<file path="src/common/nic_regs_pkg.sv">
// BAR0 register map, huge page slot type
// and page geometry
`default_nettype none

package nic_regs_pkg;

    localparam int REG_OFF_W = 8;                   // Decoded BAR0 address bits

    // --------------------
    // BAR0 offsets
    // --------------------
    localparam logic [REG_OFF_W-1:0] REG_SLOT0_LO  = 8'h00;
    localparam logic [REG_OFF_W-1:0] REG_SLOT0_HI  = 8'h04;
    localparam logic [REG_OFF_W-1:0] REG_SLOT0_ARM = 8'h08;
    localparam logic [REG_OFF_W-1:0] REG_SLOT1_LO  = 8'h10;
    localparam logic [REG_OFF_W-1:0] REG_SLOT1_HI  = 8'h14;
    localparam logic [REG_OFF_W-1:0] REG_SLOT1_ARM = 8'h18;

    // --------------------
    // Huge pages
    // --------------------
    localparam int PAGE_OFF_W = 21;                 // 2 MiB page
    localparam int QW_CNT_W   = 5;                  // Qwords per TLP, 0 means 16

    typedef logic [63:0] page_addr_t;               // Host bus address

    typedef struct packed {
        page_addr_t addr;
        logic       ready;                          // Armed by host, owned by NIC
    } page_slot_t;

endpackage

`default_nettype wire

</file>
<file path="src/common/pcie_tlp_pkg.sv">
// TLP header field codes, field widths
// and the 64-bit TRN data beat type
`default_nettype none

package pcie_tlp_pkg;

    typedef logic [63:0] qword_t;                   // One TRN local link beat

    // --------------------
    // Header dword 0
    // --------------------
    localparam logic [1:0] TLP_FMT_MWR32 = 2'b10;   // 3DW header with data
    localparam logic [1:0] TLP_FMT_MWR64 = 2'b11;   // 4DW header with data
    localparam logic [4:0] TLP_TYPE_MEM  = 5'b00000;
    localparam int         TLP_LEN_W     = 10;      // Length field, in dwords

    // --------------------
    // Header dword 1
    // --------------------
    // Last and first dword byte enables, every byte valid
    localparam logic [7:0] BE_ALL = 8'hff;

endpackage

`default_nettype wire
</file>
<file path="src/pci_exp_64b_app.sv">
// PCIe application top, receive-to-host path:
// RX register decoder, huge page table and TX TLP builder
`timescale 1ns/1ps
`default_nettype none

module pci_exp_64b_app
    import pcie_tlp_pkg::*;
    import nic_regs_pkg::*;
#(
    parameter int BRAM_AW = 9
) (
    input  wire logic                 trn_clk,
    input  wire logic                 rst,

    // RX local link
    input  wire qword_t               trn_rd,
    input  wire logic                 trn_rsof_n,
    input  wire logic                 trn_reof_n,
    input  wire logic                 trn_rsrc_rdy_n,
    input  wire logic [6:0]           trn_rbar_hit_n,

    // TX local link
    output qword_t                    trn_td,
    output logic [7:0]                trn_trem_n,
    output logic                      trn_tsof_n,
    output logic                      trn_teof_n,
    output logic                      trn_tsrc_rdy_n,
    input  wire logic                 trn_tdst_rdy_n,

    // Configuration
    input  wire logic [7:0]           cfg_bus_number,
    input  wire logic [4:0]           cfg_device_number,
    input  wire logic [2:0]           cfg_function_number,
    output logic                      cfg_interrupt_n,
    input  wire logic                 cfg_interrupt_rdy_n,

    // Packet logic
    input  wire logic                 trigger_tlp,
    output logic                      trigger_tlp_ack,
    input  wire logic [QW_CNT_W-1:0]  qwords_to_send,
    input  wire logic                 change_huge_page,
    output logic                      change_huge_page_ack,
    output logic [BRAM_AW-1:0]        commited_rd_address,

    // Receive BRAM read port
    output logic [BRAM_AW-1:0]        rd_addr,
    input  wire qword_t               rd_data
);

    logic                 reg_wr;
    logic [REG_OFF_W-1:0] reg_off;
    logic [31:0]          reg_data;
    page_addr_t           cur_addr;
    logic                 cur_valid;
    logic                 page_free;

    rx_tlp_decoder u_rx_tlp_decoder (
        .trn_clk        (trn_clk),
        .rst            (rst),
        .trn_rd         (trn_rd),
        .trn_rsof_n     (trn_rsof_n),
        .trn_reof_n     (trn_reof_n),
        .trn_rsrc_rdy_n (trn_rsrc_rdy_n),
        .trn_rbar_hit_n (trn_rbar_hit_n),
        .reg_wr         (reg_wr),
        .reg_off        (reg_off),
        .reg_data       (reg_data)
    );

    huge_page_table u_huge_page_table (
        .trn_clk   (trn_clk),
        .rst       (rst),
        .reg_wr    (reg_wr),
        .reg_off   (reg_off),
        .reg_data  (reg_data),
        .page_free (page_free),
        .cur_addr  (cur_addr),
        .cur_valid (cur_valid)
    );

    tlp_tx_builder #(
        .BRAM_AW (BRAM_AW)
    ) u_tlp_tx_builder (
        .trn_clk              (trn_clk),
        .rst                  (rst),
        .trigger_tlp          (trigger_tlp),
        .trigger_tlp_ack      (trigger_tlp_ack),
        .qwords_to_send       (qwords_to_send),
        .change_huge_page     (change_huge_page),
        .change_huge_page_ack (change_huge_page_ack),
        .commited_rd_address  (commited_rd_address),
        .cur_addr             (cur_addr),
        .cur_valid            (cur_valid),
        .page_free            (page_free),
        .rd_addr              (rd_addr),
        .rd_data              (rd_data),
        .trn_td               (trn_td),
        .trn_trem_n           (trn_trem_n),
        .trn_tsof_n           (trn_tsof_n),
        .trn_teof_n           (trn_teof_n),
        .trn_tsrc_rdy_n       (trn_tsrc_rdy_n),
        .trn_tdst_rdy_n       (trn_tdst_rdy_n),
        .cfg_bus_number       (cfg_bus_number),
        .cfg_device_number    (cfg_device_number),
        .cfg_function_number  (cfg_function_number),
        .cfg_interrupt_n      (cfg_interrupt_n),
        .cfg_interrupt_rdy_n  (cfg_interrupt_rdy_n)
    );

endmodule

`default_nettype wire

</file>
<file path="src/tx/tlp_tx_builder.sv">
// Memory-write TLP builder from the receive BRAM,
// page offset tracking, page change and legacy interrupt
`timescale 1ns/1ps
`default_nettype none

module tlp_tx_builder
    import pcie_tlp_pkg::*;
    import nic_regs_pkg::*;
#(
    parameter int BRAM_AW = 9
) (
    input  wire logic                 trn_clk,
    input  wire logic                 rst,

    // Packet logic
    input  wire logic                 trigger_tlp,
    output logic                      trigger_tlp_ack,
    input  wire logic [QW_CNT_W-1:0]  qwords_to_send,
    input  wire logic                 change_huge_page,
    output logic                      change_huge_page_ack,
    output logic [BRAM_AW-1:0]        commited_rd_address,

    // Huge page table
    input  wire page_addr_t           cur_addr,
    input  wire logic                 cur_valid,
    output logic                      page_free,

    // Receive BRAM, one cycle read latency
    output logic [BRAM_AW-1:0]        rd_addr,
    input  wire qword_t               rd_data,

    // TX local link
    output qword_t                    trn_td,
    output logic [7:0]                trn_trem_n,
    output logic                      trn_tsof_n,
    output logic                      trn_teof_n,
    output logic                      trn_tsrc_rdy_n,
    input  wire logic                 trn_tdst_rdy_n,

    // Configuration and interrupt
    input  wire logic [7:0]           cfg_bus_number,
    input  wire logic [4:0]           cfg_device_number,
    input  wire logic [2:0]           cfg_function_number,
    output logic                      cfg_interrupt_n,
    input  wire logic                 cfg_interrupt_rdy_n
);

    typedef enum logic [2:0] {S_IDLE, S_HDR, S_ADDR, S_DATA, S_IRQ} tx_state_t;

    tx_state_t               state;
    logic [QW_CNT_W-1:0]     qw_req;                // Request size, 0 decoded
    logic [QW_CNT_W-1:0]     qw_n;                  // Size of the TLP in flight
    logic [QW_CNT_W-1:0]     reads_left;            // BRAM reads still to issue
    logic [QW_CNT_W-1:0]     data_left;             // Data beats not yet on the bus
    logic [PAGE_OFF_W-1:0]   page_off;
    logic [TLP_LEN_W-1:0]    tlp_len;
    qword_t                  hdr_beat;
    qword_t                  hold_q;
    logic                    hold_vld;
    logic                    rd_pend;               // rd_data valid this cycle
    logic                    beat_done;
    logic                    bus_free;
    logic                    src_vld;
    logic                    load_data;
    logic                    issue;

    assign qw_req  = (qwords_to_send == '0) ? QW_CNT_W'(16) : qwords_to_send;
    assign tlp_len = TLP_LEN_W'({qw_req, 1'b0});    // Two dwords per qword

    // MWr64, TC 0, no digest, completer ID as requester, tag 0
    assign hdr_beat = {1'b0, TLP_FMT_MWR64, TLP_TYPE_MEM, 14'h0000, tlp_len,
                       cfg_bus_number, cfg_device_number, cfg_function_number,
                       8'h00, BE_ALL};

    assign trn_trem_n = 8'h00;                      // Always full qwords

    assign beat_done = !trn_tsrc_rdy_n && !trn_tdst_rdy_n;
    assign bus_free  = trn_tsrc_rdy_n || !trn_tdst_rdy_n;
    assign src_vld   = hold_vld || rd_pend;
    assign load_data = (state == S_ADDR || state == S_DATA) && bus_free &&
                       (data_left != '0) && src_vld;

    // Keep at most one qword staged outside the bus register
    assign issue = (reads_left != '0) && !(src_vld && !load_data);

    // --------------------
    // BRAM prefetch
    // --------------------
    always_ff @(posedge trn_clk) begin
        if (rst) begin
            rd_pend  <= 1'b0;
            hold_vld <= 1'b0;
            rd_addr  <= '0;
        end else begin
            rd_pend  <= issue;
            hold_vld <= src_vld && !load_data;
            if (issue) begin
                rd_addr <= rd_addr + BRAM_AW'(1);
            end
        end
        if (rd_pend && !load_data) begin            // Park data under back-pressure
            hold_q <= rd_data;
        end
    end

    // --------------------
    // TLP and interrupt FSM
    // --------------------
    always_ff @(posedge trn_clk) begin
        trigger_tlp_ack      <= 1'b0;
        change_huge_page_ack <= 1'b0;
        page_free            <= 1'b0;
        if (rst) begin
            state               <= S_IDLE;
            trn_tsof_n          <= 1'b1;
            trn_teof_n          <= 1'b1;
            trn_tsrc_rdy_n      <= 1'b1;
            cfg_interrupt_n     <= 1'b1;
            reads_left          <= '0;
            data_left           <= '0;
            page_off            <= '0;
            commited_rd_address <= '0;
        end else begin
            if (issue) begin
                reads_left <= reads_left - QW_CNT_W'(1);
            end
            if (load_data) begin
                trn_td    <= hold_vld ? hold_q : rd_data;
                data_left <= data_left - QW_CNT_W'(1);
            end
            case (state)
                S_IDLE: begin
                    // Requests seen during their ack cycle are stale
                    if (change_huge_page && !change_huge_page_ack) begin
                        cfg_interrupt_n <= 1'b0;
                        page_free       <= 1'b1;    // Table flips on the next edge
                        state           <= S_IRQ;
                    end else if (trigger_tlp && !trigger_tlp_ack && cur_valid) begin
                        trn_td         <= hdr_beat;
                        trn_tsof_n     <= 1'b0;
                        trn_tsrc_rdy_n <= 1'b0;
                        qw_n           <= qw_req;
                        reads_left     <= qw_req;
                        data_left      <= qw_req;
                        state          <= S_HDR;
                    end
                end
                S_HDR: begin
                    if (beat_done) begin
                        trn_td     <= cur_addr + page_addr_t'(page_off);
                        trn_tsof_n <= 1'b1;
                        state      <= S_ADDR;
                    end
                end
                S_ADDR, S_DATA: begin
                    if (load_data) begin
                        trn_tsrc_rdy_n <= 1'b0;
                        trn_teof_n     <= (data_left != QW_CNT_W'(1));
                        state          <= S_DATA;
                    end else if (bus_free && data_left != '0) begin
                        trn_tsrc_rdy_n <= 1'b1;     // Wait for BRAM data
                        trn_teof_n     <= 1'b1;
                        state          <= S_DATA;
                    end else if (beat_done) begin   // Last beat taken
                        trn_tsrc_rdy_n      <= 1'b1;
                        trn_teof_n          <= 1'b1;
                        trigger_tlp_ack     <= 1'b1;
                        commited_rd_address <= commited_rd_address + BRAM_AW'(qw_n);
                        page_off            <= page_off + PAGE_OFF_W'({qw_n, 3'b000});
                        state               <= S_IDLE;
                    end
                end
                S_IRQ: begin
                    if (!cfg_interrupt_rdy_n) begin
                        cfg_interrupt_n      <= 1'b1;
                        change_huge_page_ack <= 1'b1;
                        page_off             <= '0; // Next page starts at its base
                        state                <= S_IDLE;
                    end
                end
                default: state <= S_IDLE;
            endcase
        end
    end

endmodule

`default_nettype wire

</file>
<file path="src/rx/huge_page_table.sv">
// Two-slot huge page table with host arming,
// ping-pong selection and release by the TX builder
`timescale 1ns/1ps
`default_nettype none

module huge_page_table
    import nic_regs_pkg::*;
(
    input  wire logic                 trn_clk,
    input  wire logic                 rst,

    // Register writes from the decoder
    input  wire logic                 reg_wr,
    input  wire logic [REG_OFF_W-1:0] reg_off,
    input  wire logic [31:0]          reg_data,

    // TX builder side
    input  wire logic                 page_free,
    output page_addr_t                cur_addr,
    output logic                      cur_valid
);

    localparam logic [REG_OFF_W-1:0] LO_OFF  [2] = '{REG_SLOT0_LO, REG_SLOT1_LO};
    localparam logic [REG_OFF_W-1:0] HI_OFF  [2] = '{REG_SLOT0_HI, REG_SLOT1_HI};
    localparam logic [REG_OFF_W-1:0] ARM_OFF [2] = '{REG_SLOT0_ARM, REG_SLOT1_ARM};

    page_slot_t slot [2];
    logic       sel;                                // Slot currently being filled

    always_ff @(posedge trn_clk) begin
        if (rst) begin
            slot[0].ready <= 1'b0;
            slot[1].ready <= 1'b0;
            sel           <= 1'b0;
        end else begin
            for (int i = 0; i < 2; i++) begin
                // Address is locked while the NIC owns the page
                if (reg_wr && !slot[i].ready) begin
                    if (reg_off == LO_OFF[i]) begin
                        slot[i].addr[31:0] <= reg_data;
                    end
                    if (reg_off == HI_OFF[i]) begin
                        slot[i].addr[63:32] <= reg_data;
                    end
                end
                if (reg_wr && reg_off == ARM_OFF[i]) begin
                    slot[i].ready <= 1'b1;
                end
            end
            if (page_free) begin                    // Hand page back, move on
                slot[sel].ready <= 1'b0;
                sel             <= !sel;
            end
        end
    end

    assign cur_addr  = slot[sel].addr;
    assign cur_valid = slot[sel].ready;

endmodule

`default_nettype wire

</file>
<file path="src/rx/rx_tlp_decoder.sv">
// Receive TLP decoder, single dword BAR0 memory writes
// turned into register write pulses
`timescale 1ns/1ps
`default_nettype none

module rx_tlp_decoder
    import pcie_tlp_pkg::*;
    import nic_regs_pkg::*;
(
    input  wire logic                 trn_clk,
    input  wire logic                 rst,

    // RX local link, always accepted
    input  wire qword_t               trn_rd,
    input  wire logic                 trn_rsof_n,
    input  wire logic                 trn_reof_n,
    input  wire logic                 trn_rsrc_rdy_n,
    input  wire logic [6:0]           trn_rbar_hit_n,

    // Register write port
    output logic                      reg_wr,
    output logic [REG_OFF_W-1:0]      reg_off,
    output logic [31:0]               reg_data
);

    typedef enum logic {RX_SOF, RX_BEAT1} rx_state_t;

    rx_state_t rx_state;
    logic      beat_vld;
    logic      hdr_ok;

    assign beat_vld = !trn_rsrc_rdy_n;

    // Dword 0 sits in the upper half of beat 0
    assign hdr_ok = (trn_rd[62:61] == TLP_FMT_MWR32) &&
                    (trn_rd[60:56] == TLP_TYPE_MEM) &&
                    (trn_rd[32 +: TLP_LEN_W] == TLP_LEN_W'(1)) &&
                    trn_reof_n &&                   // Single beat frames rejected
                    !trn_rbar_hit_n[0];             // BAR0 only

    always_ff @(posedge trn_clk) begin
        reg_wr <= 1'b0;
        if (rst) begin
            rx_state <= RX_SOF;
        end else if (beat_vld) begin
            if (!trn_rsof_n) begin                  // Any sof restarts the parse
                rx_state <= hdr_ok ? RX_BEAT1 : RX_SOF;
            end else if (rx_state == RX_BEAT1) begin
                rx_state <= RX_SOF;
                if (!trn_reof_n) begin              // Exactly two beats long
                    reg_wr   <= 1'b1;
                    reg_off  <= trn_rd[32 +: REG_OFF_W];
                    reg_data <= trn_rd[31:0];
                end
            end
        end
    end

endmodule

`default_nettype wire

</file>
<file path="config.mk">
export PLATFORM = sky130hd
export DESIGN_NAME = pci_exp_64b_app
export DESIGN_NICKNAME = d
export VERILOG_FILES = /design/src/common/nic_regs_pkg.sv /design/src/common/pcie_tlp_pkg.sv /design/src/pci_exp_64b_app.sv /design/src/tx/tlp_tx_builder.sv /design/src/rx/huge_page_table.sv /design/src/rx/rx_tlp_decoder.sv
export SDC_FILE = /design/constraint.sdc
export NUM_CORES = 1
export LEC_CHECK = 0
export ABC_AREA = 1
export BUFFER_PORTS_ARGS = -buffer_cell sky130_fd_sc_hd__clkbuf_2
export CELL_PAD_IN_SITES_DETAIL_PLACEMENT = 0
export CELL_PAD_IN_SITES_GLOBAL_PLACEMENT = 2
export CORE_MARGIN = 4
export CORE_UTILIZATION = 39
export DETAILED_ROUTE_END_ITERATION = 16
export HOLD_SLACK_MARGIN = 0.05
export PLACE_DENSITY = 0.95
export SYNTH_ARGS = -nofsm -noshare
export SYNTH_HDL_FRONTEND = slang
export SYNTH_HIERARCHICAL = 1
export SYNTH_SLANG_ARGS = --single-unit
</file>
<file path="constraint.sdc">
create_clock -name trn_clk -period 7.6 [get_ports trn_clk]
set_clock_uncertainty 0.05 [all_clocks]
set_input_delay 0.76 -clock trn_clk [delete_from_list [all_inputs] [get_ports trn_clk]]
set_output_delay 0.76 -clock trn_clk [all_outputs]
set_load 0.01 [all_outputs]
</file>
==> impl_metrics.ini <==
[power_and_ir_drop]
irDropWorstVdd_v = 0.000179
p_leak_uw = 0.00943
powerDensity_nw_per_um2 = 248

[global_routing]
grt_pass1_vias = 14800
antenna_found_initial = 1
grt_max_degree = 78
grt_pass1_wl_microns = 90800
grt.overflow.total = 0
grtUsageTotal = 0.221

[critical_path]
required_ps = 7940
endpoint_kind = flop
slowest_delay_ps = 690
crit_top_cell = o21ai_0
critical-path-top-delay-family = buffers and inverters
path_max_fanout = 66
cp.depth = 10
reg2reg_depth = 10
cp.arrival_ps = 4200
path_cells = buf_4, o21ai_0, nand3b_1, nor3_4, buf_4, nor2_4, inv_2, a31oi_1, o21ai_0, o21ai_0
cp_slowest_cell = nor2_4
crit_type = flop to flop
worstPathBufferInverterCount = 3
critPathLaunchType = flop

[job]
maxCapViolCount = 0

[clocking]
htreeDepth = 2
cts_buffers = 42
cts_hold_buf = 0
ctsLongestPathBuffers = 3
post_cts_buffers = 0
cts_sinks = 365
cts_root_buf = clkbuf_16
insertion_delay_ps = 560
cts_resized = 0
clkTransAtPathRegs_ps = 60
cts_tree = done

[logic_synthesis]
yosys_register_bits = 365
yosys_warnings = 6
synth_top_area_share = 0.468
syn_avg_cell_area_sq_um = 8.99
yosysUniqueCellTypes = 59
synth_xor_area_frac = 0.00635
synth-main-ff-cell = edfxtp_1
synthAdderAreaFrac = 0.0235
syn_inst = 2148
ys_top_cells_by_area = edfxtp_1 (47%), nand2_1 (10%), dfxtp_1 (6.6%), inv_1 (4.9%), nand3_1 (4.2%)
synth_area_leader_cell = edfxtp_1
synth_compound_area_frac = 0.0837
synth_edf_count = 301
post-synth-top-count-cell = nand2_1
synth-simple-area-share = 0.241
yosysSeqAreaShare = 0.535
synth_top_family_by_area = simple AND/OR/NAND/NOR gates
syn_area_sq_um = 19300
async_flop_share = 0
muxShareOfSynthArea = 0.0384
synthTopCellsByCount = nand2_1 (540), edfxtp_1 (301), inv_1 (250)

[timing]
fin_crit_sh = 0.508
rsz0062_at_grt = false
fmax_ghz = 0.259
setup_tns_ps = 0
relSlewSlack = 0.238
setup_slack_ps = 3740
drv_slew = 0
fin_crit_ps = 3860
hold_violations = 0
setup_viol = 0
worst_pin_slew_ps = 1140

[cells_and_area]
drive_gt1_frac = 0.188
n_antenna_cell = 0
finish.utilization = 0.458
nFillCells = 4719
synthToLayoutAreaGrowth_pct = 16.2
fin_nets = 2572
ff_latch_area_sq_um = 10300
multiInputGateArea_sq_um = 7620
fin_cells = 3068

[floorplanning]
die_w_microns = 230
fp.dieH_microns = 230
die_area_sq_um = 53100
num_rows = 81
core_sq_um = 49000
start_util = 0.394
io_pins = 261

[hold_path]
worstHoldPathType = input port to flop
hold_path_startpoint = trn_rd[26]
holdPathStages = 1

[route]
vias = 15700
via_per_inst = 5.12
dr.pass1.iters = 6
postRouteAntennaNets = 0
wl_per_cell_microns = 19.6
drc = 0
drtIter0Drc = 1309
wirelength_microns = 60200

[place]
dp_cells = 2992
dp_hpwl_microns = 44900
place.gp.congestion = 0.922
port_buffers = 231
dp_slack_ps = 3610

[run_status]
outcome = finished clean
==> registers in the layout, indices dropped and copies added (netlist names), 3 cells and up, named ones only <==
name,flops
u_huge_page_table/slot,130
u_tlp_tx_builder/hold_q,64
u_tlp_tx_builder/trn_td,64
u_rx_tlp_decoder/reg_data,32
u_tlp_tx_builder/page_off,18
u_tlp_tx_builder/commited_rd_address,9
u_tlp_tx_builder/rd_addr,9
u_rx_tlp_decoder/reg_off,8
u_tlp_tx_builder/data_left,5
u_tlp_tx_builder/qw_n,5
u_tlp_tx_builder/reads_left,5
u_tlp_tx_builder/state,3
==> worst paths after layout <==
check / endpoint / slack, ps
setup / recovery: u_tlp_tx_builder/trn_td[12]$_DFFE_PN_ / 3740
hold / removal: u_rx_tlp_decoder/reg_data[26]$_DFFE_PP_ / 320
setup reg to reg: u_tlp_tx_builder/trn_td[12]$_DFFE_PN_ / 3740
hold reg to reg: u_huge_page_table/slot[1][62]$_DFFE_PP_ / 400
==> metal layers <==
metal / wire, microns / track usage / vias up / part of all wire
li1: - / - / 7678 / -
met1: 28200 / 0.323 / 7462 / 0.47
met2: 27200 / 0.347 / 494 / 0.45
met3: 3930 / 0.0415 / 60 / 0.065
met4: 863 / 0.0395 / 2 / 0.014
met5: 10 / 0 / - / 0.00017
==> final cells by class <==
type,count,area share
flip-flops and latches,365,0.460
multi-input cells,1457,0.340
repair buffers,244,0.0559
clock buffers,49,0.0490
inverters,262,0.0439
well taps,664,0.0370
clock inverters,27,0.0140
==> report_power, final <==
part,total [uW],internal [uW],switching [uW]
combinational,1010,306,701
sequential,2470,2390,80.5
clock,2080,1270,809
==> per-stage QoR <==
step | instance area (sq um) | power [uW] | hold slack (ps)
after floorplan | 19300 | 3160 | 376
after global placement | 21000 | 3490 | 385
after detailed placement | 21000 | 3510 | 385
after CTS | 22400 | 5610 | 287
after global routing | 22400 | 5820 | 294
final | 22400 | 5550 | 322
==> layout by cell type, fill, tap and decap left out, drive strengths merged, types with 4 or more instances in the layout <==
| master | Yosys | routed |
|---|---|---|
| conb | 1 | 9 |
| xnor2 | 5 | 5 |
| nor2 | 228 | 228 |
| ha | 33 | 33 |
| nand3b | 9 | 9 |
| a21oi | 87 | 87 |
| nor4 | 6 | 6 |
| nand3 | 167 | 167 |
| o21bai | 5 | 5 |
| edfxtp | 301 | 301 |
| dfxtp | 64 | 64 |
| or2 | 21 | 21 |
| xor2 | 9 | 9 |
| o21ai | 114 | 114 |
| nand4 | 33 | 33 |
| mux2 | 64 | 64 |
| and3 | 4 | 4 |
| a31oi | 11 | 11 |
| clkinv | 1 | 18 |
| nor3 | 34 | 34 |
| bufinv | 0 | 7 |
| o211ai | 47 | 47 |
| nand2 | 547 | 547 |
| clkbuf | 24 | 280 |
| inv | 261 | 262 |
| buf | 48 | 13 |
==> kinds of logic after synthesis <==
logic type	after synthesis
AO/OA/AOI/OAI	278
AND/OR/NAND/NOR	1055
multiplexers	66
buffers and inverters	334
adder cells (fa/ha/maj)	35
XOR/XNOR	14
flip-flops	365
other	1
No activity file was read; power rests on OpenSTA's default activity.
